[config.mk]
export PLATFORM = sky130hd
export DESIGN_NAME = uart_master_top
export DESIGN_NICKNAME = d
export VERILOG_FILES = /design/src/verilog/reg_cmd_pkg.sv /design/src/verilog/uart_frame_pkg.sv /design/src/verilog/cmd_dispatch.sv /design/src/verilog/read_collect.sv /design/src/verilog/uart_link.sv /design/src/verilog/uart_master_top.sv
export SDC_FILE = /design/constraint.sdc
export NUM_CORES = 1
export LEC_CHECK = 0
export ABC_AREA = 1
export BUFFER_PORTS_ARGS = -buffer_cell sky130_fd_sc_hd__buf_2
export CORE_MARGIN = 3
export CORE_UTILIZATION = 57
export DETAILED_ROUTE_END_ITERATION = 10
export PLACE_DENSITY_LB_ADDON = 0.2
export SLEW_MARGIN = 20
export SYNTH_ARGS = -nofsm -noshare
export SYNTH_HDL_FRONTEND = slang
export SYNTH_HIERARCHICAL = 1
export SYNTH_SLANG_ARGS = --single-unit
[constraint.sdc]
create_clock -name clk -period 2.5 [get_ports clk]
set_input_delay 0.5 -clock clk [delete_from_list [all_inputs] [get_ports clk]]
set_output_delay 0.5 -clock clk [all_outputs]
set_load 0.005 [all_outputs]
[src/verilog/reg_cmd_pkg.sv]
package reg_cmd_pkg;

  localparam int addr_w = 7;
  localparam int data_w = 8;
  localparam int cmd_w  = 1 + addr_w + data_w; // rw bit on top

  localparam logic op_write = 1'b1;
  localparam logic op_read  = 1'b0;

  // one host command word, seen as a write or as a read
  typedef union packed {
    struct packed {
      logic              rw;
      logic [addr_w-1:0] addr;
      logic [data_w-1:0] wdata;
    } wr;
    struct packed {
      logic              rw;
      logic [addr_w-1:0] addr;
      logic [data_w-1:0] unused; // ignored by the link on reads
    } rd;
  } cmd_word_u;

endpackage

[src/verilog/uart_frame_pkg.sv]
package uart_frame_pkg;

  localparam int frame_bits = 11; // start, eight data bits, parity, stop

  // bit positions inside one frame, counted from the start bit
  localparam int start_pos  = 0;
  localparam int data_lsb   = 1;
  localparam int parity_pos = frame_bits - 2;
  localparam int stop_pos   = frame_bits - 1;

  localparam logic start_lvl = 1'b0;
  localparam logic stop_lvl  = 1'b1; // also the idle level of the line

  // parity bit = parity_even ^ (^data) gives an even count of ones
  localparam logic parity_even = 1'b0;

  typedef enum logic [3:0] {
    st_idle,
    st_addr_start, st_addr_data, st_addr_par, st_addr_stop,
    st_gap,
    st_wd_start, st_wd_data, st_wd_par, st_wd_stop,
    st_reply_wait,
    st_reply_data, st_reply_par, st_reply_stop
  } link_state_t;

endpackage

[src/verilog/cmd_dispatch.sv]
`timescale 1ns/1ps

module cmd_dispatch #(
  parameter int NUM_CH = 4
) (
  input  logic                      clk,
  input  logic                      rst_n,
  input  reg_cmd_pkg::cmd_word_u    cmd_in,
  input  logic [$clog2(NUM_CH)-1:0] cmd_chan,
  input  logic                      cmd_vld,
  output logic                      cmd_rdy,
  input  logic [NUM_CH-1:0]         busy,
  output logic [NUM_CH-1:0]         start,
  output reg_cmd_pkg::cmd_word_u    link_cmd
);

  logic chan_ok;
  logic accept;

  assign chan_ok = int'(cmd_chan) < NUM_CH; // channel numbers past NUM_CH-1 never get ready

  // start covers the one cycle before the link raises busy
  assign cmd_rdy = chan_ok && !busy[cmd_chan] && !start[cmd_chan];
  assign accept  = cmd_vld && cmd_rdy;

  always_ff @(posedge clk or negedge rst_n)
  begin
    if (!rst_n)
    begin
      start <= '0;
    end
    else if (accept)
    begin
      start <= NUM_CH'(1) << cmd_chan; // one-cycle pulse to the chosen link
    end
    else
    begin
      start <= '0;
    end
  end

  // shared by all links, each one copies it on its own start
  always_ff @(posedge clk)
  begin
    if (accept)
    begin
      link_cmd <= cmd_in;
    end
  end

endmodule

[src/verilog/read_collect.sv]
`timescale 1ns/1ps

module read_collect #(
  parameter int NUM_CH = 4
) (
  input  logic                                       clk,
  input  logic                                       rst_n,
  input  logic [NUM_CH-1:0]                          done,
  input  logic [NUM_CH-1:0][reg_cmd_pkg::data_w-1:0] rd_data,
  input  logic [NUM_CH-1:0]                          rd_err,
  output logic                                       read_vld,
  output logic [reg_cmd_pkg::data_w-1:0]             read_data,
  output logic [$clog2(NUM_CH)-1:0]                  read_chan,
  output logic                                       read_err
);

  import reg_cmd_pkg::*;

  localparam int chan_w = $clog2(NUM_CH);

  logic [NUM_CH-1:0]              pending;
  logic [NUM_CH-1:0][data_w-1:0]  slot_data;
  logic [NUM_CH-1:0]              slot_err;
  logic [chan_w-1:0]              ptr;
  logic                           take;

  assign take = pending[ptr]; // pointer steps every cycle, so a slot waits at most NUM_CH cycles

  always_ff @(posedge clk or negedge rst_n)
  begin
    if (!rst_n)
    begin
      pending  <= '0;
      ptr      <= '0;
      read_vld <= 1'b0;
    end
    else
    begin
      read_vld <= take;
      pending <= (take ? pending & ~(NUM_CH'(1) << ptr) : pending) | done; // new result wins
      ptr     <= (ptr == chan_w'(NUM_CH - 1)) ? '0 : ptr + 1'b1;
    end
  end

  always_ff @(posedge clk)
  begin
    for (int i = 0; i < NUM_CH; i++)
    begin
      if (done[i])
      begin
        slot_data[i] <= rd_data[i];
        slot_err[i]  <= rd_err[i];
      end
    end
    if (take)
    begin
      read_data <= slot_data[ptr];
      read_chan <= ptr;
      read_err  <= slot_err[ptr];
    end
  end

endmodule

[src/verilog/uart_link.sv]
`timescale 1ns/1ps

module uart_link #(
  parameter int BAUD_DIV = 434,
  parameter int GAP_BITS = 2
) (
  input  logic                          clk,
  input  logic                          rst_n,
  input  logic                          start,
  input  reg_cmd_pkg::cmd_word_u        cmd,
  output logic                          busy,
  output logic                          tx,
  input  logic                          rx,
  output logic                          done,
  output logic [reg_cmd_pkg::data_w-1:0] rd_data,
  output logic                          rd_err
);

  import uart_frame_pkg::*;
  import reg_cmd_pkg::*;

  localparam int bw    = $clog2(BAUD_DIV + BAUD_DIV / 2);
  localparam int cnt_w = $clog2((GAP_BITS > 8 ? GAP_BITS : 8) + 1);

  localparam logic [bw-1:0]    baud_last = bw'(BAUD_DIV - 1);
  localparam logic [bw-1:0]    half_last = bw'(BAUD_DIV + BAUD_DIV / 2 - 1); // start edge to mid of bit 0
  localparam logic [cnt_w-1:0] last_bit  = cnt_w'(parity_pos - data_lsb - 1);
  localparam logic [cnt_w-1:0] gap_last  = cnt_w'(GAP_BITS - 1);

  link_state_t       state;
  logic [bw-1:0]     baud_cnt;
  logic [cnt_w-1:0]  bit_cnt;
  logic              tick;
  logic              rx_meta;
  logic              rx_s;
  cmd_word_u         cmd_q;
  logic [data_w-1:0] tx_byte;
  logic              tx_par;
  logic [data_w-1:0] rx_shreg;
  logic              rx_par;

  assign tick   = baud_cnt == '0;
  assign busy   = state != st_idle;
  assign tx_par = parity_even ^ (^tx_byte);

  always_ff @(posedge clk or negedge rst_n)
  begin
    if (!rst_n)
    begin
      state    <= st_idle;
      baud_cnt <= '0;
      bit_cnt  <= '0;
      tx       <= stop_lvl;
      done     <= 1'b0;
      rx_meta  <= 1'b1;
      rx_s     <= 1'b1;
    end
    else
    begin
      rx_meta <= rx;
      rx_s    <= rx_meta;
      done    <= 1'b0;
      if (tick)
        baud_cnt <= baud_last;
      else
        baud_cnt <= baud_cnt - 1'b1;
      case (state)
        st_idle:
        begin
          if (start)
          begin
            state    <= st_addr_start;
            tx       <= start_lvl;
            baud_cnt <= baud_last;
          end
        end
        st_addr_start, st_wd_start:
        begin
          if (tick)
          begin
            state   <= (state == st_addr_start) ? st_addr_data : st_wd_data;
            tx      <= tx_byte[0]; // LSB goes first
            bit_cnt <= '0;
          end
        end
        st_addr_data, st_wd_data:
        begin
          if (tick && bit_cnt == last_bit)
          begin
            state <= (state == st_addr_data) ? st_addr_par : st_wd_par;
            tx    <= tx_par;
          end
          else if (tick)
          begin
            tx      <= tx_byte[bit_cnt[2:0] + 3'd1];
            bit_cnt <= bit_cnt + 1'b1;
          end
        end
        st_addr_par, st_wd_par:
        begin
          if (tick)
          begin
            state <= (state == st_addr_par) ? st_addr_stop : st_wd_stop;
            tx    <= stop_lvl;
          end
        end
        st_addr_stop:
        begin
          if (tick)
          begin
            state   <= (cmd_q.wr.rw == op_write) ? st_gap : st_reply_wait;
            bit_cnt <= '0;
          end
        end
        st_gap:
        begin
          if (tick && bit_cnt == gap_last)
          begin
            state <= st_wd_start;
            tx    <= start_lvl;
          end
          else if (tick)
          begin
            bit_cnt <= bit_cnt + 1'b1;
          end
        end
        st_wd_stop:
        begin
          if (tick)
            state <= st_idle;
        end
        st_reply_wait:
        begin
          if (rx_s == start_lvl) // no timeout, a silent device holds the link here
          begin
            state    <= st_reply_data;
            baud_cnt <= half_last;
            bit_cnt  <= '0;
          end
        end
        st_reply_data:
        begin
          if (tick && bit_cnt == last_bit)
            state <= st_reply_par;
          else if (tick)
            bit_cnt <= bit_cnt + 1'b1;
        end
        st_reply_par:
        begin
          if (tick)
            state <= st_reply_stop;
        end
        st_reply_stop:
        begin
          if (tick)
          begin
            state <= st_idle;
            done  <= 1'b1;
          end
        end
        default:
        begin
          state <= st_idle;
        end
      endcase
    end
  end

  always_ff @(posedge clk)
  begin
    if (state == st_idle && start)
    begin
      cmd_q   <= cmd;
      tx_byte <= {cmd.rd.rw, cmd.rd.addr}; // address byte, rw rides in the top bit
    end
    if (state == st_gap && tick && bit_cnt == gap_last)
      tx_byte <= cmd_q.wr.wdata;
    if (state == st_reply_data && tick)
      rx_shreg <= {rx_s, rx_shreg[data_w-1:1]};
    if (state == st_reply_par && tick)
      rx_par <= rx_s;
    if (state == st_reply_stop && tick)
    begin
      rd_data <= rx_shreg;
      rd_err  <= (rx_par ^ parity_even ^ (^rx_shreg)) | (rx_s != stop_lvl);
    end
  end

endmodule

[src/verilog/uart_master_top.sv]
`timescale 1ns/1ps

module uart_master_top #(
  parameter int NUM_CH   = 4,
  parameter int BAUD_DIV = 434,
  parameter int GAP_BITS = 2
) (
  input  logic                           clk,
  input  logic                           rst_n,
  input  reg_cmd_pkg::cmd_word_u         cmd_in,
  input  logic [$clog2(NUM_CH)-1:0]      cmd_chan,
  input  logic                           cmd_vld,
  output logic                           cmd_rdy,
  output logic [NUM_CH-1:0]              tx,
  input  logic [NUM_CH-1:0]              rx,
  output logic                           read_vld,
  output logic [reg_cmd_pkg::data_w-1:0] read_data,
  output logic [$clog2(NUM_CH)-1:0]      read_chan,
  output logic                           read_err
);

  import reg_cmd_pkg::*;

  cmd_word_u                     link_cmd;
  logic [NUM_CH-1:0]             start;
  logic [NUM_CH-1:0]             busy;
  logic [NUM_CH-1:0]             done;
  logic [NUM_CH-1:0][data_w-1:0] rd_data;
  logic [NUM_CH-1:0]             rd_err;

  cmd_dispatch #(
    .NUM_CH (NUM_CH)
  ) u_cmd_dispatch (
    .clk      (clk),
    .rst_n    (rst_n),
    .cmd_in   (cmd_in),
    .cmd_chan (cmd_chan),
    .cmd_vld  (cmd_vld),
    .cmd_rdy  (cmd_rdy),
    .busy     (busy),
    .start    (start),
    .link_cmd (link_cmd)
  );

  for (genvar i = 0; i < NUM_CH; i++)
  begin : g_link
    uart_link #(
      .BAUD_DIV (BAUD_DIV),
      .GAP_BITS (GAP_BITS)
    ) u_uart_link (
      .clk     (clk),
      .rst_n   (rst_n),
      .start   (start[i]),
      .cmd     (link_cmd),
      .busy    (busy[i]),
      .tx      (tx[i]),
      .rx      (rx[i]),
      .done    (done[i]),
      .rd_data (rd_data[i]),
      .rd_err  (rd_err[i])
    );
  end

  read_collect #(
    .NUM_CH (NUM_CH)
  ) u_read_collect (
    .clk       (clk),
    .rst_n     (rst_n),
    .done      (done),
    .rd_data   (rd_data),
    .rd_err    (rd_err),
    .read_vld  (read_vld),
    .read_data (read_data),
    .read_chan (read_chan),
    .read_err  (read_err)
  );

endmodule
==> results of run 1 <==
## layout by cell type, fill, tap and decap left out, types with 29 or more instances in the layout
| cell type | instances |
|---|---|
| nand3_1 | 86 |
| buf_4 | 52 |
| dfrtp_1 | 79 |
| clkbuf_16 | 31 |
| inv_2 | 38 |
| edfxtp_1 | 203 |
| nand4_1 | 29 |
| inv_1 | 151 |
| o21ai_0 | 57 |
| nor2_1 | 128 |
| nand2_1 | 414 |
| mux2_2 | 31 |
| buf_2 | 39 |
## logic make-up (layout without fill, tap and decap cells)
group           after synthesis  after routing  synth area share
mux                          32             32            0.0244
fa+ha+maj                    17             17            0.0144
simple gates                783            783             0.249
compound gates              125            125            0.0479
flops                       302            302             0.581
buf+inv                     203            343            0.0538
xor+xnor                     50             50            0.0296
## per-stage QoR
stage               setup slack [ns]  instances  power, uW  utilization  setup TNS, ns
global placement               0.415       1888      11300        0.612              0
finish                        0.0455       1982      16600        0.669              0
CTS                         0.000606       1957      16300        0.659              0
global route                 -0.0424       1982      17600        0.669        -0.0424
floorplan                     0.0788       1512      10300            -              0
detailed placement             0.362       1888      11400        0.612              0
## sequential cells by signal, summed over array words and instances, names as in the netlist, 8 cells and up
name                         cells
g_link.u_uart_link/baud_cnt     40
g_link.u_uart_link/bit_cnt      16
g_link.u_uart_link/cmd_q        36
g_link.u_uart_link/rd_data      32
g_link.u_uart_link/rx_shreg     32
g_link.u_uart_link/state        16
g_link.u_uart_link/tx_byte      32
u_cmd_dispatch/link_cmd         16
u_read_collect/read_data         8
u_read_collect/slot_data        32
## final cells by class
class	count	area, um^2
sequential	302	8600
fill	1937	8380
multi-input combinational	1007	5520
clock buffer	33	793
inverter	192	726
timing repair buffer	94	627
tap	330	413
clock inverter	24	263
## power groups by stage
stage	Clock, uW	Sequential [uW]	Combinational (uW)
finish	4710	6530	5390
CTS	4830	6520	4990
detailed placement	0	6640	4760
global placement	0	6610	4690
global route	5030	6600	6020
floorplan	0	6450	3880
## metal layers
metal / wire, um / up-vias
li1: - / 5238
met2: 14400 / 256
met1: 13200 / 4859
met4: 863 / 0
met5: 0 / -
met3: 1260 / 60
## repair_timing
action                                 in CTS  in global routing
setup buffers                              11                 25
hold buffers                                1                  0
endpoints found under the hold margin      23                  0
setup endpoints to repair                   1                  1
cloned                                      0                  0
pin swaps                                   6                 11
gates resized for setup                    17                 24
## worst max-delay path, delay by kind of cell (launching register included)
family / cells / cell delay, ns
flops: 1 / 0.43
buf+inv: 3 / 0.29
simple gates: 6 / 0.67
## worst paths after layout
path | from | endpoint | slack, ns | depth (start not counted)
worst max-delay path | g_link[1].u_uart_link/state[2] | cmd_rdy | 0.05 | 9
worst min-delay path | rx[0] | g_link[0].u_uart_link/rx_meta | 0.04 | 1
worst max register to register | g_link[2].u_uart_link/bit_cnt[0] | g_link[2].u_uart_link/tx_byte[0] | 0.33 | 4
worst min register to register | g_link[3].u_uart_link/rx_meta | g_link[3].u_uart_link/rx_s | 0.36 | 0
max in group asynchronous | rst_n | g_link[0].u_uart_link/tx | 1.30 | 3
min in group asynchronous | rst_n | g_link[3].u_uart_link/baud_cnt[5] | 0.46 | 2
==> impl_table.tex, run 1 <==
\begin{tabular}{lr}
\hline
Metric & Value \\
\hline
\multicolumn{2}{l}{\textbf{Cells and area}} \\
\quad P\&R area growth vs syn & 14.5\% \\
\quad Layout net count & 1670 \\
\quad Fraction of final layout cells sized beyond drive strength 1 & 0.216 \\
\quad Final instance area & approximately 17000 um\^{}2 \\
\quad Ant diodes & 0 \\
\multicolumn{2}{l}{\textbf{Floorplan}} \\
\quad Row count & 58 \\
\quad Area of the core region & 25300 um\^{}2 \\
\quad \# IOs & 42 \\
\quad X dimension of the die & 167 um \\
\quad Vert. Die Dim & 167 um \\
\quad Total Die Area & 27900 um\^{}2 \\
\quad Starting density of the core & 0.584 \\
\multicolumn{2}{l}{\textbf{Clocking}} \\
\quad Clock insertion delay at the later pin of the skew report & 0.56 ns \\
\quad CTS Root Cell & clkbuf\_16 \\
\quad Clock buffers created by TritonCTS & 31 \\
\quad Clock sink total & 302 \\
\quad CTS tree & done \\
\quad Total number of H-tree levels & 1 \\
\quad Max Root-Sink Buffers & 3 \\
\quad Clock edge transition at the registers on the reported setup and hold paths & roughly 0.060 ns \\
\multicolumn{2}{l}{\textbf{Synthesis}} \\
\quad Avg Synthesized Cell Area & 9.78 um\^{}2 \\
\quad Share of synthesized registers carrying an async set or reset & 0.328 \\
\quad Commonest cells post-synth & nand2\_1, edfxtp\_1, inv\_1 \\
\quad Number of enable-type register cells in the synthesized netlist & 203 \\
\quad Post-Synthesis Cells & 1512 \\
\quad Synthesis-stage register bit count & 302 \\
\quad Post-synthesis cell type with the largest combined area & edfxtp\_1 \\
\quad Largest cells by area after synthesis & edfxtp\_1, dfrtp\_1, nand2\_1 \\
\quad Synth Warn \# & 6 \\
\quad Number of different library cells in the post-synthesis netlist & 51 \\
\quad Most instantiated library cell after synthesis & nand2\_1 \\
\quad Number of nets produced by synthesis & 1554 \\
\quad Mapped cell area & about 15000 um\^{}2 \\
\quad Sequential area share after synthesis & 0.581 \\
\quad Top FF cell, synth & edfxtp\_1 \\
\quad Fraction of synthesized cell area taken by the top area cell type & 0.412 \\
\multicolumn{2}{l}{\textbf{Routing}} \\
\quad Routed via count divided by cell count & 5.25 \\
\quad Final routed DRC violation total & 0 \\
\quad 1st-pass router iterations & 5 \\
\quad Routed len/inst & 15.0 um \\
\quad 1st-iter DRT viols & 759 \\
\quad Routed via count & between 10k and 15k \\
\quad Final wirelength & 29.7 mm \\
\quad Post-DRT Antenna Nets & 0 \\
\multicolumn{2}{l}{\textbf{GRT}} \\
\quad Layer carrying the most global-route usage & met2 \\
\quad Global route total overflow & 0 \\
\quad GRT met3 Usage & 0.0264 \\
\quad Initial antenna violation count & 0 \\
\quad Met2 track utilization from global routing & 0.355 \\
\quad Global-route wire length before repair & 48.1 mm \\
\quad Largest net degree at the start of global routing & 47 \\
\quad Met1 usage in global routing & 0.280 \\
\quad Overall global routing resource usage & 0.207 \\
\quad Number of global-route vias before repair & approximately 10k \\
\multicolumn{2}{l}{\textbf{Timing}} \\
\quad Final setup skew & 0.0139 ns \\
\quad Max-slew violation count & 0 \\
\quad Ratio of final minimum period to clock period & 0.982 \\
\quad Shortest clock period the worst path allows after layout & 2.45 ns \\
\quad Number of setup violations in the final report & 0 \\
\quad Hold slack final & 0.0395 ns \\
\quad Maximum clock frequency & around 0.4 GHz \\
\quad Hold Vio Cnt, Final & 0 \\
\quad Least-Margin Pin Slew & approximately 0.64 ns \\
\quad Worst slew margin relative to its limit & 0.572 \\
\multicolumn{2}{l}{\textbf{Critical path}} \\
\quad Element type at the critical path start & flip-flop \\
\quad Data required time at the worst endpoint & 2.00 ns \\
\quad Kind of critical path & flip-flop to output pin \\
\quad Cell breakdown of the critical path & inv\_2 > nand2\_4 > nor2\_4 > inv\_2 > nor2\_4 > nor2\_1 > nor2\_1 > and2\_4 > buf\_6 \\
\quad Critical path arrival & 1.95 ns \\
\quad Critical Path End Type & output pin \\
\quad Cell type of the slowest stage on the worst timing path & dfrtp\_1 \\
\quad Biggest cell delay along the critical path & 0.43 ns \\
\quad Worst-path maximum fanout & 5 \\
\multicolumn{2}{l}{\textbf{Placement}} \\
\quad DP HPWL & 20.9 mm \\
\quad Number of buffer cells added on primary ports & 41 \\
\quad Placement Cell Area & 15500 um\^{}2 \\
\quad Final weighted congestion in routability-driven placement & about 0.93 \\
\multicolumn{2}{l}{\textbf{Power and ir drop}} \\
\quad Combinational power share & 0.324 \\
\quad Sw Ratio & 0.350 \\
\quad VDD IR-drop max & approximately 0.00074 V \\
\quad Reported net switching power & 5820 uW \\
\quad Internal power component & $\sim$11000 uW \\
\quad Leak pwr & 0.00755 uW \\
\quad Portion of total power attributed to the clock network & 0.283 \\
\quad Relative contribution of sequential cells to total power & 0.392 \\
\quad Cell Pwr Density & around 980 nW/um\^{}2 \\
\multicolumn{2}{l}{\textbf{Flow run}} \\
\quad Number of max-cap violations & 0 \\
\multicolumn{2}{l}{\textbf{Outcome}} \\
\quad Result of the run & completed \\
\multicolumn{2}{l}{\textbf{Min path}} \\
\quad Class of the tightest hold or removal check & input pin to flip-flop \\
\hline
\end{tabular}
(Power assumes the default switching activity.)
==> run 2: changes to the inputs <==
- CELL_PAD_IN_SITES_DETAIL_PLACEMENT: not set -> 1
- CELL_PAD_IN_SITES_GLOBAL_PLACEMENT: not set -> 2
- CORE_UTILIZATION: 57 -> 37
- CTS_CLUSTER_SIZE: not set -> 24
==> impl_table.tex, run 2 (synthesized netlist as in run 1, its figures left out) <==
\begin{tabular}{lr}
\hline
Metric & Value \\
\hline
\multicolumn{2}{l}{\textbf{Outcome}} \\
\quad Result of the run & completed \\
\multicolumn{2}{l}{\textbf{Critical path}} \\
\quad Element type at the critical path start & flip-flop \\
\quad Critical Path End Type & output pin \\
\quad Kind of critical path & flip-flop to output pin \\
\quad Number of cells on the worst reg-to-reg path & 4 (unchanged) \\
\quad Reg-to-reg endpoint & g\_link[1].u\_uart\_link/tx\_byte[1] \\
\quad Worst-path maximum fanout & 4 (-1) \\
\quad Kind of cell with the highest combined delay on the critical path & simple AND/OR/NAND/NOR gates \\
\quad Worst reg2reg setup slack & 0.29 ns (-0.04 ns) \\
\quad Critical path arrival & 1.93 ns (-0.02 ns) \\
\quad Cell breakdown of the critical path & nor2\_4 > inv\_4 > nor2\_4 > inv\_4 > nor2\_4 > nor2\_2 > nor2\_2 > and2\_4 > buf\_6 \\
\quad Biggest cell delay along the critical path & 0.44 ns (about the same) \\
\quad Data required time at the worst endpoint & 2.00 ns (about the same) \\
\quad Cell type of the slowest stage on the worst timing path & dfrtp\_2 \\
\quad Launch point of the worst reg-to-reg path & g\_link[1].u\_uart\_link/bit\_cnt[0] \\
\quad Combined buffer and inverter count along the critical path & 3 (unchanged) \\
\quad Most used cell along the critical path & nor2\_4 \\
\multicolumn{2}{l}{\textbf{Routing}} \\
\quad Final wirelength & 35.2 mm (+18\%) \\
\quad 1st-pass router iterations & 4 (-1) \\
\quad 1st-iter DRT viols & 504 (-34\%) \\
\quad Routed via count divided by cell count & 4.77 (-9.3\%) \\
\quad Routed len/inst & 16.3 um (+8.3\%) \\
\quad Post-DRT Antenna Nets & 0 (unchanged) \\
\quad Final routed DRC violation total & 0 (unchanged) \\
\quad Routed via count & 10.3k (-0.83\%) \\
\multicolumn{2}{l}{\textbf{Clocking}} \\
\quad CTS tree & done \\
\quad Clock edge transition at the registers on the reported setup and hold paths & 0.06 ns (about the same) \\
\quad Total number of H-tree levels & 2 (+1) \\
\quad Max Root-Sink Buffers & 3 (unchanged) \\
\quad CTS Root Cell & clkbuf\_16 \\
\quad Clock insertion delay at the later pin of the skew report & 0.54 ns (-0.02 ns) \\
\quad Clock sink total & 302 (unchanged) \\
\quad Clock buffers created by TritonCTS & 35 (+13\%) \\
\multicolumn{2}{l}{\textbf{Placement}} \\
\quad DP HPWL & 25.7 mm (+23\%) \\
\quad Worst Setup Slack post-DPL & 0.312 ns (-0.0497 ns) \\
\quad Number of buffer cells added on primary ports & 41 (unchanged) \\
\quad Final weighted congestion in routability-driven placement & 0.802 (-14\%) \\
\quad Number of placed instances with taps included & 2077 (+10\%) \\
\quad Placement Cell Area & 15700 um\^{}2 (+1.6\%) \\
\multicolumn{2}{l}{\textbf{Flow run}} \\
\quad Number of max-cap violations & 0 (unchanged) \\
\multicolumn{2}{l}{\textbf{Timing}} \\
\quad Max-slew violation count & 0 (unchanged) \\
\quad Maximum clock frequency & 0.412 GHz (+1.2\%) \\
\quad Shortest clock period the worst path allows after layout & 2.43 ns (-0.0288 ns) \\
\quad Setup repair after global routing missed its margin & yes \\
\quad Worst setup slack after layout & 0.0743 ns (+0.0288 ns) \\
\quad Worst slew margin relative to its limit & 0.570 (-0.00192) \\
\quad Number of setup violations in the final report & 0 (unchanged) \\
\quad Least-Margin Pin Slew & 0.640 ns (-0.000659 ns) \\
\quad Hold Vio Cnt, Final & 0 (unchanged) \\
\quad Ratio of final minimum period to clock period & 0.970 (-0.0115) \\
\quad Final setup skew & 0.0159 ns (+0.00206 ns) \\
\multicolumn{2}{l}{\textbf{Cells and area}} \\
\quad Ant diodes & 0 (unchanged) \\
\quad Final instance area & 17200 um\^{}2 (+1.6\%) \\
\quad Largest registers ranked by flip-flop count & g\_link.u\_uart\_link/baud\_cnt (40), g\_link.u\_uart\_link/cmd\_q (36) \\
\quad Number of fillers in the final layout & 4505 (+130\%) \\
\quad P\&R area growth vs syn & 16.4\% \\
\quad Most frequent cells in the layout & nand2\_1, edfxtp\_1, inv\_1 \\
\quad Layout net count & 1665 (-0.30\%) \\
\quad Register with the highest flop count & g\_link.u\_uart\_link/baud\_cnt \\
\quad Most frequent standard cell in the layout excluding fill and tap cells & nand2\_1 \\
\quad Fraction of final layout cells sized beyond drive strength 1 & 0.212 (-0.00385) \\
\quad Largest register FFs & 40 (unchanged) \\
\quad Post-Layout Cell Count & 2167 (+9.3\%) \\
\multicolumn{2}{l}{\textbf{Power and ir drop}} \\
\quad Portion of total power attributed to the clock network & 0.302 (+0.019) \\
\quad Pwr Total & 17100 uW (+3.0\%) \\
\quad Combinational power share & 0.316 (-0.008) \\
\quad Internal power component & 11000 uW (+2.2\%) \\
\quad Reported net switching power & 6090 uW (+4.7\%) \\
\quad Sw Ratio & 0.356 (+0.00555) \\
\quad Relative contribution of sequential cells to total power & 0.382 (-0.010) \\
\quad Leak pwr & 0.00756 uW (about the same) \\
\quad Cell Pwr Density & 996 nW/um\^{}2 (+1.4\%) \\
\quad VDD IR-drop max & 0.000594 V (-19\%) \\
\multicolumn{2}{l}{\textbf{GRT}} \\
\quad Global-route wire length before repair & 56.6 mm (+18\%) \\
\quad Initial antenna violation count & 0 (unchanged) \\
\quad Largest net degree at the start of global routing & 100 (+110\%) \\
\quad Number of global-route vias before repair & 10.7k (+6.7\%) \\
\quad Overall global routing resource usage & 0.169 (-0.0384) \\
\quad Global route total overflow & 0 (unchanged) \\
\multicolumn{2}{l}{\textbf{Floorplan}} \\
\quad Area of the core region & 39100 um\^{}2 (+54\%) \\
\quad \# IOs & 42 (unchanged) \\
\quad X dimension of the die & 206 um (+23\%) \\
\quad Vert. Die Dim & 206 um (+23\%) \\
\quad Row count & 72 (+24\%) \\
\quad Total Die Area & 42400 um\^{}2 (+52\%) \\
\quad Starting density of the core & 0.378 (-0.206) \\
\multicolumn{2}{l}{\textbf{Min path}} \\
\quad Class of the tightest hold or removal check & input pin to asynchronous set/reset pin \\
\hline
\end{tabular}
[run 2: cell types whose count changed in the layout (fill, tap and decap cells not counted), sizes merged]
cell	before	now
bufinv	5	4
clkbuf	33	43
dlygate4sd3	1	0
buf	93	85
inv	193	192
clkinvlp	3	1
[run 2: power by group through the flow]
stage,registers (uW),logic [uW],clock network [uW]
after detailed placement,6660,4950,0
after floorplan,6450,3880,0
after CTS,6570,5160,5350
after global placement,6630,4900,0
final,6550,5410,5170
after global routing,6630,6140,5580
[run 2: metal layers]
metal	GRT usage	vias up	routed length, um
li1	-	5217	-
met5	0	-	0
met1	0.223	4974	16400
met2	0.288	97	17100
met3	0.0258	39	912
met4	0.0504	0	756
[run 2: per-stage QoR]
stage          utilization  hold slack, ns  setup TNS, ns
5_1_grt              0.440          0.0263        -0.0669
3_3_place_gp         0.403           0.347              0
2_1_floorplan            -           0.204              0
3_5_place_dp         0.403           0.349              0
4_1_cts              0.436          0.0172              0
6_report             0.440          0.0377              0
[run 2: area by class of cell]
class                           instances  area (um^2)  area share
Sequential cell                       302         8600       0.500
Timing Repair Buffer                   85          557      0.0323
Inverter                              192          728      0.0423
Clock inverter                         20          250      0.0145
Clock buffer                           43          926      0.0538
Tap cell                              518          648      0.0376
Multi-Input combinational cell       1007         5510       0.320
[run 2: timing repair]
| action | in CTS | in global routing |
|---|---|---|
| hold buffers | 0 | 0 |
| setup buffers | 11 | 16 |
| endpoints found under the setup margin | 1 | 1 |
| resized for setup | 21 | 20 |
| pin swaps | 4 | 8 |
[run 2: worst register-to-register path, delay by kind of cell (launching register included)]
| family | cells | cell delay [ns] |
|---|---|---|
| simple gates | 3 | 1.13 |
| flops | 1 | 0.54 |
| fa+ha+maj | 1 | 0.20 |
[run 2: worst max-delay path by stage]
stage	slack [ns]	cells after the start	end	startpoint
5_1_grt	-0.07	9	cmd_rdy	g_link[3].u_uart_link/state[0]
3_3_place_gp	0.39	10	u_cmd_dispatch/link_cmd[5]	g_link[3].u_uart_link/state[0]
4_1_cts	0.0002	9	cmd_rdy	g_link[1].u_uart_link/state[0]
2_1_floorplan	0.08	6	g_link[1].u_uart_link/rd_data[0]	g_link[1].u_uart_link/baud_cnt[0]
6_report	0.07	9	cmd_rdy	g_link[3].u_uart_link/state[0]
3_5_place_dp	0.31	10	u_cmd_dispatch/link_cmd[14]	g_link[3].u_uart_link/state[1]
